--- config.mk ---
export PLATFORM = sky130hd
export DESIGN_NAME = multiCycleControl
export DESIGN_NICKNAME = d
export VERILOG_FILES = /design/src/common/mcPkg.sv /design/src/common/decodeIf.sv /design/src/logic/instrDecoder.sv /design/src/logic/excMonitor.sv /design/src/sequencer/ctrlTable.sv /design/src/sequencer/mcSequencer.sv /design/src/logic/multiCycleControl.sv
export SDC_FILE = /design/constraint.sdc
export NUM_CORES = 1
export LEC_CHECK = 0
export BUFFER_PORTS_ARGS = -buffer_cell sky130_fd_sc_hd__buf_2
export CAP_MARGIN = 5
export CORE_AREA = 2 2 45 78
export DETAILED_ROUTE_END_ITERATION = 10
export DIE_AREA = 0 0 47 80
export PLACE_DENSITY = 0.7
export SYNTH_ARGS = -nofsm -noshare
export SYNTH_HDL_FRONTEND = slang
export SYNTH_SLANG_ARGS = --single-unit
--- constraint.sdc ---
create_clock -name iCLK -period 2.3 [get_ports iCLK]
set_clock_uncertainty 0.05 [all_clocks]
set_input_delay 0.115 -clock iCLK [delete_from_list [all_inputs] [get_ports iCLK]]
set_output_delay 0.115 -clock iCLK [all_outputs]
set_load 0.05 [all_outputs]
--- src/common/mcPkg.sv ---
package mcPkg;

	// widths of the raw instruction fields seen by the control unit
	localparam int opcodeWidth = 6;
	localparam int functWidth = 6;
	localparam int fmtWidth = 5;

	// widths of the multi-bit datapath selects
	localparam int pcSourceWidth = 3;
	localparam int aluSrcBWidth = 3;
	localparam int aluOpWidth = 2;
	localparam int aluSrcAWidth = 2;

	// interrupt lines, exception cause and state encodings
	localparam int irqWidth = 8;
	localparam int excCodeWidth = 5;
	localparam int stateWidth = 5;

	typedef enum logic [opcodeWidth-1:0] {
		OP_RFMT = 6'd0, OP_J = 6'd2, OP_JAL = 6'd3, OP_BEQ = 6'd4, OP_BNE = 6'd5,
		OP_ADDI = 6'd8, OP_ADDIU = 6'd9, OP_SLTI = 6'd10, OP_SLTIU = 6'd11,
		OP_ANDI = 6'd12, OP_ORI = 6'd13, OP_XORI = 6'd14, OP_LUI = 6'd15,
		OP_COP0 = 6'd16, OP_LW = 6'd35, OP_SW = 6'd43
	} opcodeT;

	typedef enum logic [functWidth-1:0] {
		FN_SLL = 6'd0, FN_SRL = 6'd2, FN_SRA = 6'd3, FN_JR = 6'd8, FN_SYSCALL = 6'd12,
		FN_MULT = 6'd24, FN_MULTU = 6'd25, FN_DIV = 6'd26, FN_DIVU = 6'd27,
		FN_ADD = 6'd32, FN_SUB = 6'd34
	} functT;

	// eret shares its function code with mult, it is only meaningful under the COP0 opcode
	localparam functT eretFunct = FN_MULT;

	// rs field of a COP0 instruction
	typedef enum logic [fmtWidth-1:0] {
		FMT_MF = 5'd0,
		FMT_MT = 5'd4,
		FMT_ERET = 5'd16
	} cop0FmtT;

	typedef enum logic [stateWidth-1:0] {
		FETCH = 5'd0, DECODE, MEMADDR, MEMREAD, MEMWB, MEMWRITE,
		RFMT, RFMT2, SHIFT, IMMLOGIC, IMMARITH, IMMWB,
		BEQ, BNE, JUMP, JAL, JR, MTC0, MFC0, ERET, EXC
	} stateT;

	// cause values as they appear in the COP0 cause register
	typedef enum logic [excCodeWidth-1:0] {
		INT = 5'd0,
		SYS = 5'd8,
		RI = 5'd10,
		OV = 5'd12
	} excCodeT;

	// one datapath control word, driven whole from the current state
	typedef struct packed {
		logic pcWrite;
		logic pcWriteBne;
		logic pcWriteBeq;
		logic iOrD;
		logic memRead;
		logic memWrite;
		logic irWrite;
		logic memToReg;
		logic [pcSourceWidth-1:0] pcSource;
		logic [aluOpWidth-1:0] aluOp;
		logic [aluSrcBWidth-1:0] aluSrcB;
		logic [aluSrcAWidth-1:0] aluSrcA;
		logic regWrite;
		logic regDst;
	} ctrlWordT;

endpackage

--- src/common/decodeIf.sv ---
interface decodeIf;

	// state to enter after DECODE, already EXC when the instruction traps
	mcPkg::stateT dispatch;
	// second step of a memory access, MEMREAD for loads and MEMWRITE for stores
	mcPkg::stateT memTarget;
	// the instruction itself is illegal, privileged or a syscall
	logic trap;
	mcPkg::excCodeT trapCause;
	// branches and jumps, the places where an interrupt is taken at DECODE
	logic delaySlot;

	modport decoder
	(
		output dispatch, memTarget, trap, trapCause, delaySlot
	);

	modport sequencer
	(
		input dispatch, memTarget, trap, trapCause, delaySlot
	);

endinterface

--- src/logic/instrDecoder.sv ---
module instrDecoder
(
	input mcPkg::opcodeT opcode,
	input mcPkg::functT funct,
	input mcPkg::cop0FmtT fmt,
	input logic userMode,
	decodeIf.decoder dec
);

	mcPkg::stateT execState;
	mcPkg::stateT memState;
	logic illegal;
	logic sysCall;
	logic isBranch;
	logic trap;

	// classify the instruction held in the IR into its first execute state
	always_comb
	begin
		execState = mcPkg::EXC;
		memState = mcPkg::MEMREAD;
		illegal = 1'b0;
		sysCall = 1'b0;
		isBranch = 1'b0;
		case (opcode)
			mcPkg::OP_RFMT:
			begin
				case (funct)
					mcPkg::FN_SLL, mcPkg::FN_SRL, mcPkg::FN_SRA:
						execState = mcPkg::SHIFT;
					mcPkg::FN_JR:
					begin
						execState = mcPkg::JR;
						isBranch = 1'b1;
					end
					// every syscall traps, there are no serviced codes left
					mcPkg::FN_SYSCALL:
						sysCall = 1'b1;
					// remaining function codes are decoded by the ALU control
					default:
						execState = mcPkg::RFMT;
				endcase
			end
			mcPkg::OP_J:
			begin
				execState = mcPkg::JUMP;
				isBranch = 1'b1;
			end
			mcPkg::OP_JAL:
			begin
				execState = mcPkg::JAL;
				isBranch = 1'b1;
			end
			mcPkg::OP_BEQ:
			begin
				execState = mcPkg::BEQ;
				isBranch = 1'b1;
			end
			mcPkg::OP_BNE:
			begin
				execState = mcPkg::BNE;
				isBranch = 1'b1;
			end
			mcPkg::OP_ADDI, mcPkg::OP_ADDIU, mcPkg::OP_SLTI, mcPkg::OP_SLTIU, mcPkg::OP_LUI:
				execState = mcPkg::IMMARITH;
			// logical immediates need a zero-extended operand
			mcPkg::OP_ANDI, mcPkg::OP_ORI, mcPkg::OP_XORI:
				execState = mcPkg::IMMLOGIC;
			mcPkg::OP_LW:
				execState = mcPkg::MEMADDR;
			mcPkg::OP_SW:
			begin
				execState = mcPkg::MEMADDR;
				memState = mcPkg::MEMWRITE;
			end
			mcPkg::OP_COP0:
			begin
				// any COP0 access from user mode is privileged
				if (userMode)
					illegal = 1'b1;
				else if (fmt == mcPkg::FMT_MF)
					execState = mcPkg::MFC0;
				else if (fmt == mcPkg::FMT_MT)
					execState = mcPkg::MTC0;
				else if (fmt == mcPkg::FMT_ERET && funct == mcPkg::eretFunct)
					execState = mcPkg::ERET;
				else
					illegal = 1'b1;
			end
			default:
				illegal = 1'b1;
		endcase
	end

	assign trap = illegal || sysCall;

	assign dec.trap = trap;
	assign dec.trapCause = sysCall ? mcPkg::SYS : mcPkg::RI;
	assign dec.dispatch = trap ? mcPkg::EXC : execState;
	assign dec.memTarget = memState;
	assign dec.delaySlot = isBranch;

endmodule

--- src/logic/excMonitor.sv ---
module excMonitor
(
	input mcPkg::opcodeT opcode,
	input mcPkg::functT funct,
	input logic aluOverflow,
	input logic excLevel,
	input logic [mcPkg::irqWidth-1:0] pendingIrq,
	output logic intTake,
	output logic ovfTrap
);

	logic signedAdd;
	logic irqPending;

	// only the trapping forms of add and subtract report overflow
	// addu, subu and addiu share the ALU but never raise OV
	assign signedAdd = (opcode == mcPkg::OP_RFMT
		&& (funct == mcPkg::FN_ADD || funct == mcPkg::FN_SUB))
		|| opcode == mcPkg::OP_ADDI;

	// any unmasked line counts, masking per line happens in COP0 status
	assign irqPending = |pendingIrq;

	// while the handler runs at exception level nothing else is taken
	assign intTake = irqPending && !excLevel;
	assign ovfTrap = signedAdd && aluOverflow && !excLevel;

endmodule

--- src/sequencer/ctrlTable.sv ---
module ctrlTable
(
	input mcPkg::stateT state,
	output mcPkg::ctrlWordT ctrl
);

	// pcSource 0 ALU, 1 ALUOut, 2 jump target, 3 register, 4 handler, 5 EPC
	// aluSrcB 1 constant four, 2 sign-extended, 3 shifted offset, 4 zero-extended
	// aluOp 0 add, 1 subtract for compare, 2 funct field, 3 opcode field
	always_comb
	begin
		ctrl = '0;
		case (state)
			mcPkg::FETCH:
			begin
				// PC+4 is written back while the instruction is loaded
				ctrl.memRead = 1'b1;
				ctrl.irWrite = 1'b1;
				ctrl.pcWrite = 1'b1;
				ctrl.aluSrcB = 3'd1;
			end
			// branch target is computed early, in case it is needed
			mcPkg::DECODE:
				ctrl.aluSrcB = 3'd3;
			mcPkg::MEMADDR:
			begin
				ctrl.aluSrcA = 2'd1;
				ctrl.aluSrcB = 3'd2;
			end
			mcPkg::MEMREAD:
			begin
				ctrl.memRead = 1'b1;
				ctrl.iOrD = 1'b1;
			end
			mcPkg::MEMWRITE:
			begin
				ctrl.memWrite = 1'b1;
				ctrl.iOrD = 1'b1;
			end
			mcPkg::MEMWB:
			begin
				ctrl.regWrite = 1'b1;
				ctrl.memToReg = 1'b1;
			end
			mcPkg::RFMT:
			begin
				ctrl.aluOp = 2'd2;
				ctrl.aluSrcA = 2'd1;
			end
			// shifts take the shift amount on source A
			mcPkg::SHIFT:
			begin
				ctrl.aluOp = 2'd2;
				ctrl.aluSrcA = 2'd2;
			end
			mcPkg::RFMT2:
			begin
				ctrl.regWrite = 1'b1;
				ctrl.regDst = 1'b1;
			end
			mcPkg::IMMLOGIC:
			begin
				ctrl.aluOp = 2'd3;
				ctrl.aluSrcA = 2'd1;
				ctrl.aluSrcB = 3'd4;
			end
			mcPkg::IMMARITH:
			begin
				ctrl.aluOp = 2'd3;
				ctrl.aluSrcA = 2'd1;
				ctrl.aluSrcB = 3'd2;
			end
			mcPkg::IMMWB, mcPkg::MFC0:
				ctrl.regWrite = 1'b1;
			mcPkg::BEQ, mcPkg::BNE:
			begin
				// the ALU compares the registers, its zero flag qualifies the write
				ctrl.pcWriteBeq = state == mcPkg::BEQ;
				ctrl.pcWriteBne = state == mcPkg::BNE;
				ctrl.pcSource = 3'd1;
				ctrl.aluOp = 2'd1;
				ctrl.aluSrcA = 2'd1;
			end
			mcPkg::JUMP, mcPkg::JAL:
			begin
				ctrl.pcWrite = 1'b1;
				ctrl.pcSource = 3'd2;
				// jal links into the return address register
				ctrl.regWrite = state == mcPkg::JAL;
			end
			mcPkg::JR:
			begin
				ctrl.pcWrite = 1'b1;
				ctrl.pcSource = 3'd3;
			end
			mcPkg::ERET:
			begin
				ctrl.pcWrite = 1'b1;
				ctrl.pcSource = 3'd5;
			end
			mcPkg::EXC:
			begin
				ctrl.pcWrite = 1'b1;
				ctrl.pcSource = 3'd4;
			end
			default:
				ctrl = '0;
		endcase
	end

endmodule

--- src/sequencer/mcSequencer.sv ---
module mcSequencer
(
	input logic iCLK,
	input logic iRST,
	input mcPkg::functT funct,
	input mcPkg::opcodeT opcode,
	decodeIf.sequencer dec,
	input logic intTake,
	input logic ovfTrap,
	output mcPkg::stateT state,
	output mcPkg::ctrlWordT ctrl,
	output mcPkg::excCodeT excCode,
	output logic cop0RegWrite,
	output logic eret,
	output logic excOccurred
);

	mcPkg::stateT nextState;
	mcPkg::excCodeT nextCause;
	mcPkg::excCodeT causeReg;
	logic mulDiv;
	logic ovfTake;

	// mult and div write HI/LO inside the ALU, so they skip the register write-back
	assign mulDiv = funct inside {mcPkg::FN_MULT, mcPkg::FN_MULTU,
		mcPkg::FN_DIV, mcPkg::FN_DIVU};

	// the monitor flags overflow for add, sub and addi alike
	// here it only counts in the write-back state of its own format
	always_comb
	begin
		ovfTake = 1'b0;
		if (state == mcPkg::RFMT2)
			ovfTake = ovfTrap && opcode == mcPkg::OP_RFMT;
		else if (state == mcPkg::IMMWB)
			ovfTake = ovfTrap && opcode == mcPkg::OP_ADDI;
	end

	always_comb
	begin
		nextState = mcPkg::FETCH;
		// overflow wins over a pending interrupt in the same cycle
		nextCause = ovfTake ? mcPkg::OV : mcPkg::INT;
		case (state)
			mcPkg::FETCH:
				nextState = mcPkg::DECODE;
			mcPkg::DECODE:
			begin
				nextCause = dec.trap ? dec.trapCause : mcPkg::INT;
				// interrupts are taken before a branch or jump changes the PC
				if (dec.delaySlot && intTake)
					nextState = mcPkg::EXC;
				else
					nextState = dec.dispatch;
			end
			mcPkg::MEMADDR:
				nextState = dec.memTarget;
			mcPkg::MEMREAD:
				nextState = mcPkg::MEMWB;
			mcPkg::MEMWB, mcPkg::MEMWRITE:
				nextState = intTake ? mcPkg::EXC : mcPkg::FETCH;
			mcPkg::RFMT:
				nextState = mulDiv ? mcPkg::FETCH : mcPkg::RFMT2;
			mcPkg::SHIFT:
				nextState = mcPkg::RFMT2;
			mcPkg::IMMLOGIC, mcPkg::IMMARITH:
				nextState = mcPkg::IMMWB;
			mcPkg::RFMT2, mcPkg::IMMWB:
				nextState = (ovfTake || intTake) ? mcPkg::EXC : mcPkg::FETCH;
			// branches, jumps, COP0 moves, eret and EXC all end here
			default:
				nextState = mcPkg::FETCH;
		endcase
	end

	always_ff @(posedge iCLK)
	begin
		if (iRST)
			state <= mcPkg::FETCH;
		else
			state <= nextState;
	end

	// cause is captured only on the edge that enters EXC and is held afterwards
	always_ff @(posedge iCLK)
	begin
		if (iRST)
			causeReg <= mcPkg::INT;
		else if (nextState == mcPkg::EXC)
			causeReg <= nextCause;
	end

	ctrlTable ctrlTable_inst
	(
		.state(state),
		.ctrl(ctrl)
	);

	assign excCode = causeReg;
	assign cop0RegWrite = state == mcPkg::MTC0;
	assign eret = state == mcPkg::ERET;
	assign excOccurred = state == mcPkg::EXC;

endmodule

--- src/logic/multiCycleControl.sv ---
module multiCycleControl
(
	input logic iCLK,
	input logic iRST,
	input logic [mcPkg::opcodeWidth-1:0] opcode,
	input logic [mcPkg::functWidth-1:0] funct,
	input logic [mcPkg::fmtWidth-1:0] fmt,
	input logic userMode,
	input logic aluOverflow,
	input logic excLevel,
	input logic [mcPkg::irqWidth-1:0] pendingIrq,
	output logic [mcPkg::stateWidth-1:0] state,
	output logic pcWrite,
	output logic pcWriteBne,
	output logic pcWriteBeq,
	output logic iOrD,
	output logic memRead,
	output logic memWrite,
	output logic irWrite,
	output logic memToReg,
	output logic [mcPkg::pcSourceWidth-1:0] pcSource,
	output logic [mcPkg::aluOpWidth-1:0] aluOp,
	output logic [mcPkg::aluSrcBWidth-1:0] aluSrcB,
	output logic [mcPkg::aluSrcAWidth-1:0] aluSrcA,
	output logic regWrite,
	output logic regDst,
	output logic cop0RegWrite,
	output logic eret,
	output logic excOccurred,
	output logic [mcPkg::excCodeWidth-1:0] excCode,
	output logic branchDelay
);

	decodeIf decBus ();

	mcPkg::stateT seqState;
	mcPkg::ctrlWordT ctrl;
	mcPkg::excCodeT seqCause;
	logic intTake;
	logic ovfTrap;

	// raw instruction fields are cast so unknown codes still reach the decoder
	instrDecoder instrDecoder_inst
	(
		.opcode(mcPkg::opcodeT'(opcode)),
		.funct(mcPkg::functT'(funct)),
		.fmt(mcPkg::cop0FmtT'(fmt)),
		.userMode(userMode),
		.dec(decBus.decoder)
	);

	excMonitor excMonitor_inst
	(
		.opcode(mcPkg::opcodeT'(opcode)),
		.funct(mcPkg::functT'(funct)),
		.aluOverflow(aluOverflow),
		.excLevel(excLevel),
		.pendingIrq(pendingIrq),
		.intTake(intTake),
		.ovfTrap(ovfTrap)
	);

	mcSequencer mcSequencer_inst
	(
		.iCLK(iCLK),
		.iRST(iRST),
		.funct(mcPkg::functT'(funct)),
		.opcode(mcPkg::opcodeT'(opcode)),
		.dec(decBus.sequencer),
		.intTake(intTake),
		.ovfTrap(ovfTrap),
		.state(seqState),
		.ctrl(ctrl),
		.excCode(seqCause),
		.cop0RegWrite(cop0RegWrite),
		.eret(eret),
		.excOccurred(excOccurred)
	);

	assign state = seqState;
	assign excCode = seqCause;
	// COP0 records this to point EPC at the branch instead of its delay slot
	assign branchDelay = decBus.delaySlot;

	assign pcWrite = ctrl.pcWrite;
	assign pcWriteBne = ctrl.pcWriteBne;
	assign pcWriteBeq = ctrl.pcWriteBeq;
	assign iOrD = ctrl.iOrD;
	assign memRead = ctrl.memRead;
	assign memWrite = ctrl.memWrite;
	assign irWrite = ctrl.irWrite;
	assign memToReg = ctrl.memToReg;
	assign pcSource = ctrl.pcSource;
	assign aluOp = ctrl.aluOp;
	assign aluSrcB = ctrl.aluSrcB;
	assign aluSrcA = ctrl.aluSrcA;
	assign regWrite = ctrl.regWrite;
	assign regDst = ctrl.regDst;

endmodule

Yosys cells after proc, flatten, opt, wreduce, memory -nomap -nowiden. Index checks and enable logic that the tools add are counted.

Output and inout bits: 34. Bits in registers: 10. Input bits: 30. Word-level logic and storage cells: 128.

Equality and inequality tests: 48. Multiplexer cells: 41. Reduce and logical (&&, ||, !) cells: 37.

Operators by type and width (number): $pmux 5 s9 (2); $eq 6x4->1 const B (10); $eq 5x4->1 const B (8); $mux 5 (8); $eq 5x5->1 const B (7); $eq 6x5->1 const B (5); $eq 5x3->1 const B (5); $eq 6x2->1 const B (4); $eq 6x6->1 const B (4); $reduce_or 2->1 (10); $mux 1 (16); $pmux 3 s5 (1); $pmux 5 s3 (1); $reduce_or 15->1 (1); $eq 6x3->1 const B (2); $logic_not 6->1 (2); $pmux 3 s4 (1); $reduce_or 6->1 (2); $eq 5x2->1 const B (2); $logic_not 5->1 (2); $mux 3 (3); $logic_and 1x1->1 (8); $mux 4 (2); $reduce_or 4->1 (2); 11 further kinds (18).

Logic depth before layout (Yosys ltp).
Depth after elaboration: 13. Gate-level depth with buffers: 7. Depth with buffers taken out: 6.

Cells and area by module. A second synthesis with hierarchy kept.

Cells, all modules: 244. Area total of the unflattened synthesis: 1641.6 um2.

By module, submodules not included: mcSequencer (cells an instance 108, sequential area each 200.2 um2, instances 1, area each 790.8 um2); instrDecoder (cells an instance 68, sequential area each 0.0 um2, instances 1, area each 414.1 um2); ctrlTable (cells an instance 58, sequential area each 0.0 um2, instances 1, area each 376.6 um2); excMonitor (cells an instance 10, sequential area each 0.0 um2, instances 1, area each 60.1 um2).

Worst setup path before layout. No wires, ideal clock.

Path type: register to output. Start: register mcSequencer_inst.state[1]. End: output regWrite. Data arrival time: 3.089 ns. Required time: 2.135 ns. Setup slack: -0.954 ns. Cell stages (with the launch flop): 5. Buffers on the path: 2. Cell sequence: dfxtp_1 > clkbuf_1 > clkbuf_1 > nor4_1 > nand2b_1.

Word-level cells in the longest chain between the ends: 3. Elaborated cells on any way between the ends: 9. Classes of those cells: eq/ne (6); mux (1); reduce/logical (2).

Ends and longest elaborated chain: from (decl) (line mcSequencer.sv:10) `output mcPkg::stateT state,`; from (signal assigned) (line mcSequencer.sv:79) `state <= mcPkg::FETCH;`; from (signal assigned) (line mcSequencer.sv:81) `state <= nextState;`; $eq 5x5->1, or another cell as far along (line ctrlTable.sv:13) `case (state)`; $reduce_or 4->1 (no source line) / $reduce_or 2->1 (equally long branches); $pmux 1 s2 (*) (line ctrlTable.sv:13); to (decl) (line multiCycleControl.sv:25) `output logic regWrite,`.

Every way passes the cells marked *; elsewhere a longest branch is shown, timed or not.

Worst setup path in the final report.
Start: register mcSequencer_inst.state[2]. End: register mcSequencer_inst.causeReg[3], in the netlist mcSequencer_inst.excCode[3].

Word-level cells in the longest chain between the ends: 7. Elaborated cells on any way between the ends: 23. Classes of those cells: eq/ne (12); mux (6); reduce/logical (5).

Ends and longest elaborated chain: $eq 5x4->1 (line mcSequencer.sv:35, mcSequencer.sv:44); $mux 1 (line mcSequencer.sv:35) `else if (state == mcPkg::IMMWB)`; $mux 1 (line mcSequencer.sv:33) `if (state == mcPkg::RFMT2)`; $logic_or 1x1->1 (line mcSequencer.sv:69) `nextState = (ovfTake || intTake) ? mcPkg::EXC : mcPkg::FETCH;`; $mux 5 (line mcSequencer.sv:69); $pmux 5 s9 (line mcSequencer.sv:44) `case (state)`; $eq 5x5->1 (line mcSequencer.sv:89) `else if (nextState == mcPkg::EXC)`; to (signal assigned) (line mcSequencer.sv:88) `causeReg <= mcPkg::INT;`; to (signal assigned) (line mcSequencer.sv:90) `causeReg <= nextCause;`; to (decl) (line mcSequencer.sv:20) `mcPkg::excCodeT causeReg;`.

Parallel ways exist; a longest one is shown, timed or not. A chain may end at the register's enable or synchronous reset.

==> impl_metrics.yaml <==
routing:
  wl_um: 3860
  vias: 1567
  routed_via_density: 5.54
  drt_iter0_markers: 24
  wl_per_cell_um: 13.6
  drt-pass1-iter-count: 4
  drc_errors: 0
  final_antenna_net_count: 0
flow_run:
  maxCapViolations: 0
timing:
  max_freq_mhz: 482
  finalHoldViolCount: 0
  slew_violations: 0
  slew_headroom_pct: 65.9
  finalCriticalPeriod_ps: 2070
  tightest_slew_ps: 511
  grt_setup_unrepaired: "false"
  final.setup.worst_slack_ps: 227
  holdWs_ps: 66.9
  fin_crit_sh_pct: 90.1
  finalSetupViolations: 0
synth:
  async_reset_ff_share_pct: 0
  synth_cells: 184
  ys.flop_type: "dfxtp_1"
  seq_area_frac_synth_pct: 13.2
  synth_area_mm2: 0.00121
  syn_avg_cell_area_um2: 6.58
  synth_edf_count: 0
  yosysWarningCount: 0
  synth_cell_types: 52
  ys_seq_elements: 8
power:
  combPwrFrac_pct: 67.7
  p_int_w: 0.000549
  power_frac_clock_pct: 13.4
  vdd_drop_max_uv: 370
  p_sw_share_pct: 59.7
  seq_power_share_pct: 18.9
  power.density_mw_per_mm2: 812
  p_total_w: 0.00136
  p_switching_w: 0.000814
  p_leak_nw: 0.758
grt:
  met1_usage_pct: 24.0
  grt_pass1_wl_um: 6330
  globalRoute.totalOverflow: 0
  grtUsageMet3_pct: 0.679
  busiest_layer: "met2"
  grt_max_degree: 30
  met2_usage_pct: 41.0
  first_global_vias: 1488
  antenna_found_initial: 0
  grt_usage_pct: 22.0
cells_and_area:
  final_cell_mix: "buf_2 (61), nor2_1 (23), nand2_1 (13), a21oi_1 (12)"
  layout-drive-gt1-share_pct: 36.7
  final_common_cell: "buf_2"
  diodes: 0
  finalNonFillerCells: 283
  nets: 271
  syn_to_final_growth_pct: 38.5
clock_tree:
  cts_setup_buffers: 0
  htree_levels: 1
  cts_tree: "yes"
  cts_made_buffers: 3
  clock_path_buffers: 2
  clk_pin_slew_ps: 40
  cts_root_buf: "clkbuf_8"
  cts_hold_buf: 0
  clock_sinks: 8
  insertion_delay_ps: 240
floorplanning:
  core_area_mm2: 0.00311
  dieArea_mm2: 0.00376
  dieWidth_um: 47
  die_h_um: 80
  start_util_pct: 39.0
  core.rowCount: 27
  boundaryPins: 64
setup_path:
  cp_data_arrival_time_ps: 2180
  critPathLaunchType: "register"
  cp-end-kind: "register"
  criticalPathCategory: "reg2reg"
  crit_required_ps: 2410
  cp_max_fo: 17
run_status:
  status: "finished, final reports clean"
placed_design:
  portBuffers: 61
  gp_congestion: 0.856
  pre_cts_ws_ps: 254
  place_hpwl_um: 3140
  place_inst: 279
hold_path:
  min_path_type: "in2reg"
## metrics by stage
| stage | setup TNS, ps | util, % | instance area (um^2) |
|---|---|---|---|
| floorplan | -354 | - | 1310 |
| global placement | 0 | 52.5 | 1630 |
| detailed placement | 0 | 52.5 | 1630 |
| CTS | 0 | 53.9 | 1680 |
| global route | 0 | 54.0 | 1680 |
| finish | 0 | 54.0 | 1680 |
## registers in the layout (all words and copies together), names as in the netlist
| name | flops |
|---|---|
| mcSequencer_inst.state | 5 |
| mcSequencer_inst.excCode | 3 |
## power groups by stage
stage	combinational [W]	sequential [W]	clock, W
after global placement	0.000919	0.000261	0
after global routing	0.000990	0.000267	0.000187
after detailed placement	0.000926	0.000260	0
after floorplan	0.000671	0.000306	0
final	0.000923	0.000258	0.000182
after CTS	0.000927	0.000257	0.000183
## layout make-up
cell class / count / area [um^2]
sequential: 8 / 168
fill: 336 / 1430
clock buffer: 4 / 45.0
multi-input combinational: 157 / 1050
timing repair buffer: 65 / 335
inverter: 6 / 22.5
tap: 43 / 53.8
## worst max-delay path, cell delays in order, from the launching register on
cell     delay (ps)
dfxtp_2         490
nor2b_1         440
a31oi_1         150
or4_4           560
and2_4          160
o22ai_1         140
## cell families after synthesis
family,share of synthesized area (%)
compound gates,28.1
xor+xnor,1.45
buf+inv,7.54
flops,13.2
mux,2.48
other cells,0.310
simple gates,46.9
## worst paths after layout
check                                                 start                     endpoint  slack (ps)  cells after the start
worst max-delay path              mcSequencer_inst.state[2]  mcSequencer_inst.excCode[3]         230                      5
worst min-delay path                                   iRST    mcSequencer_inst.state[4]          70                      2
worst max register to register    mcSequencer_inst.state[2]  mcSequencer_inst.excCode[3]         230                      5
worst min register to register  mcSequencer_inst.excCode[3]  mcSequencer_inst.excCode[3]         410                      2
## routing by layer
metal  share of wire (%)  vias to the layer above
li1                    -                      801
met1                  37                      708
met2                  57                       49
met3                 3.6                        9
met4                 2.5                        0
met5                   0                        -
## cell usage after synthesis (all sizes together), types with 2 or more instances
cell	n	area, um^2
a211oi	3	22.5
nor2	23	86.3
o2bb2ai	2	17.5
a311oi	2	17.5
xnor2	2	17.5
nand2	13	48.8
o21bai	2	15.0
o21ai	9	45.0
nor3	12	76.3
dfxtp	8	160
or4	3	30.0
nand3	4	20.0
nand2b	8	50.1
nor2b	5	31.3
a31oi	6	37.5
inv	6	22.5
nor4bb	2	20.0
o41ai	2	17.5
o22ai	2	12.5
a21oi	12	60.1
clkbuf	10	37.5
and3	4	25.0
mux2i	3	30.0
nor4	9	56.3
and2	3	21.3
buf	4	31.3
or3	2	12.5
and4b	2	20.0
nor3b	4	30.0
## timing repair
| action | in CTS | in global routing |
|---|---|---|
| setup endpoints to repair | 0 | 1 |
| hold endpoints to repair | 0 | 0 |
| gates resized for setup | 0 | 1 |
No activity file was read; power rests on OpenSTA's default activity.
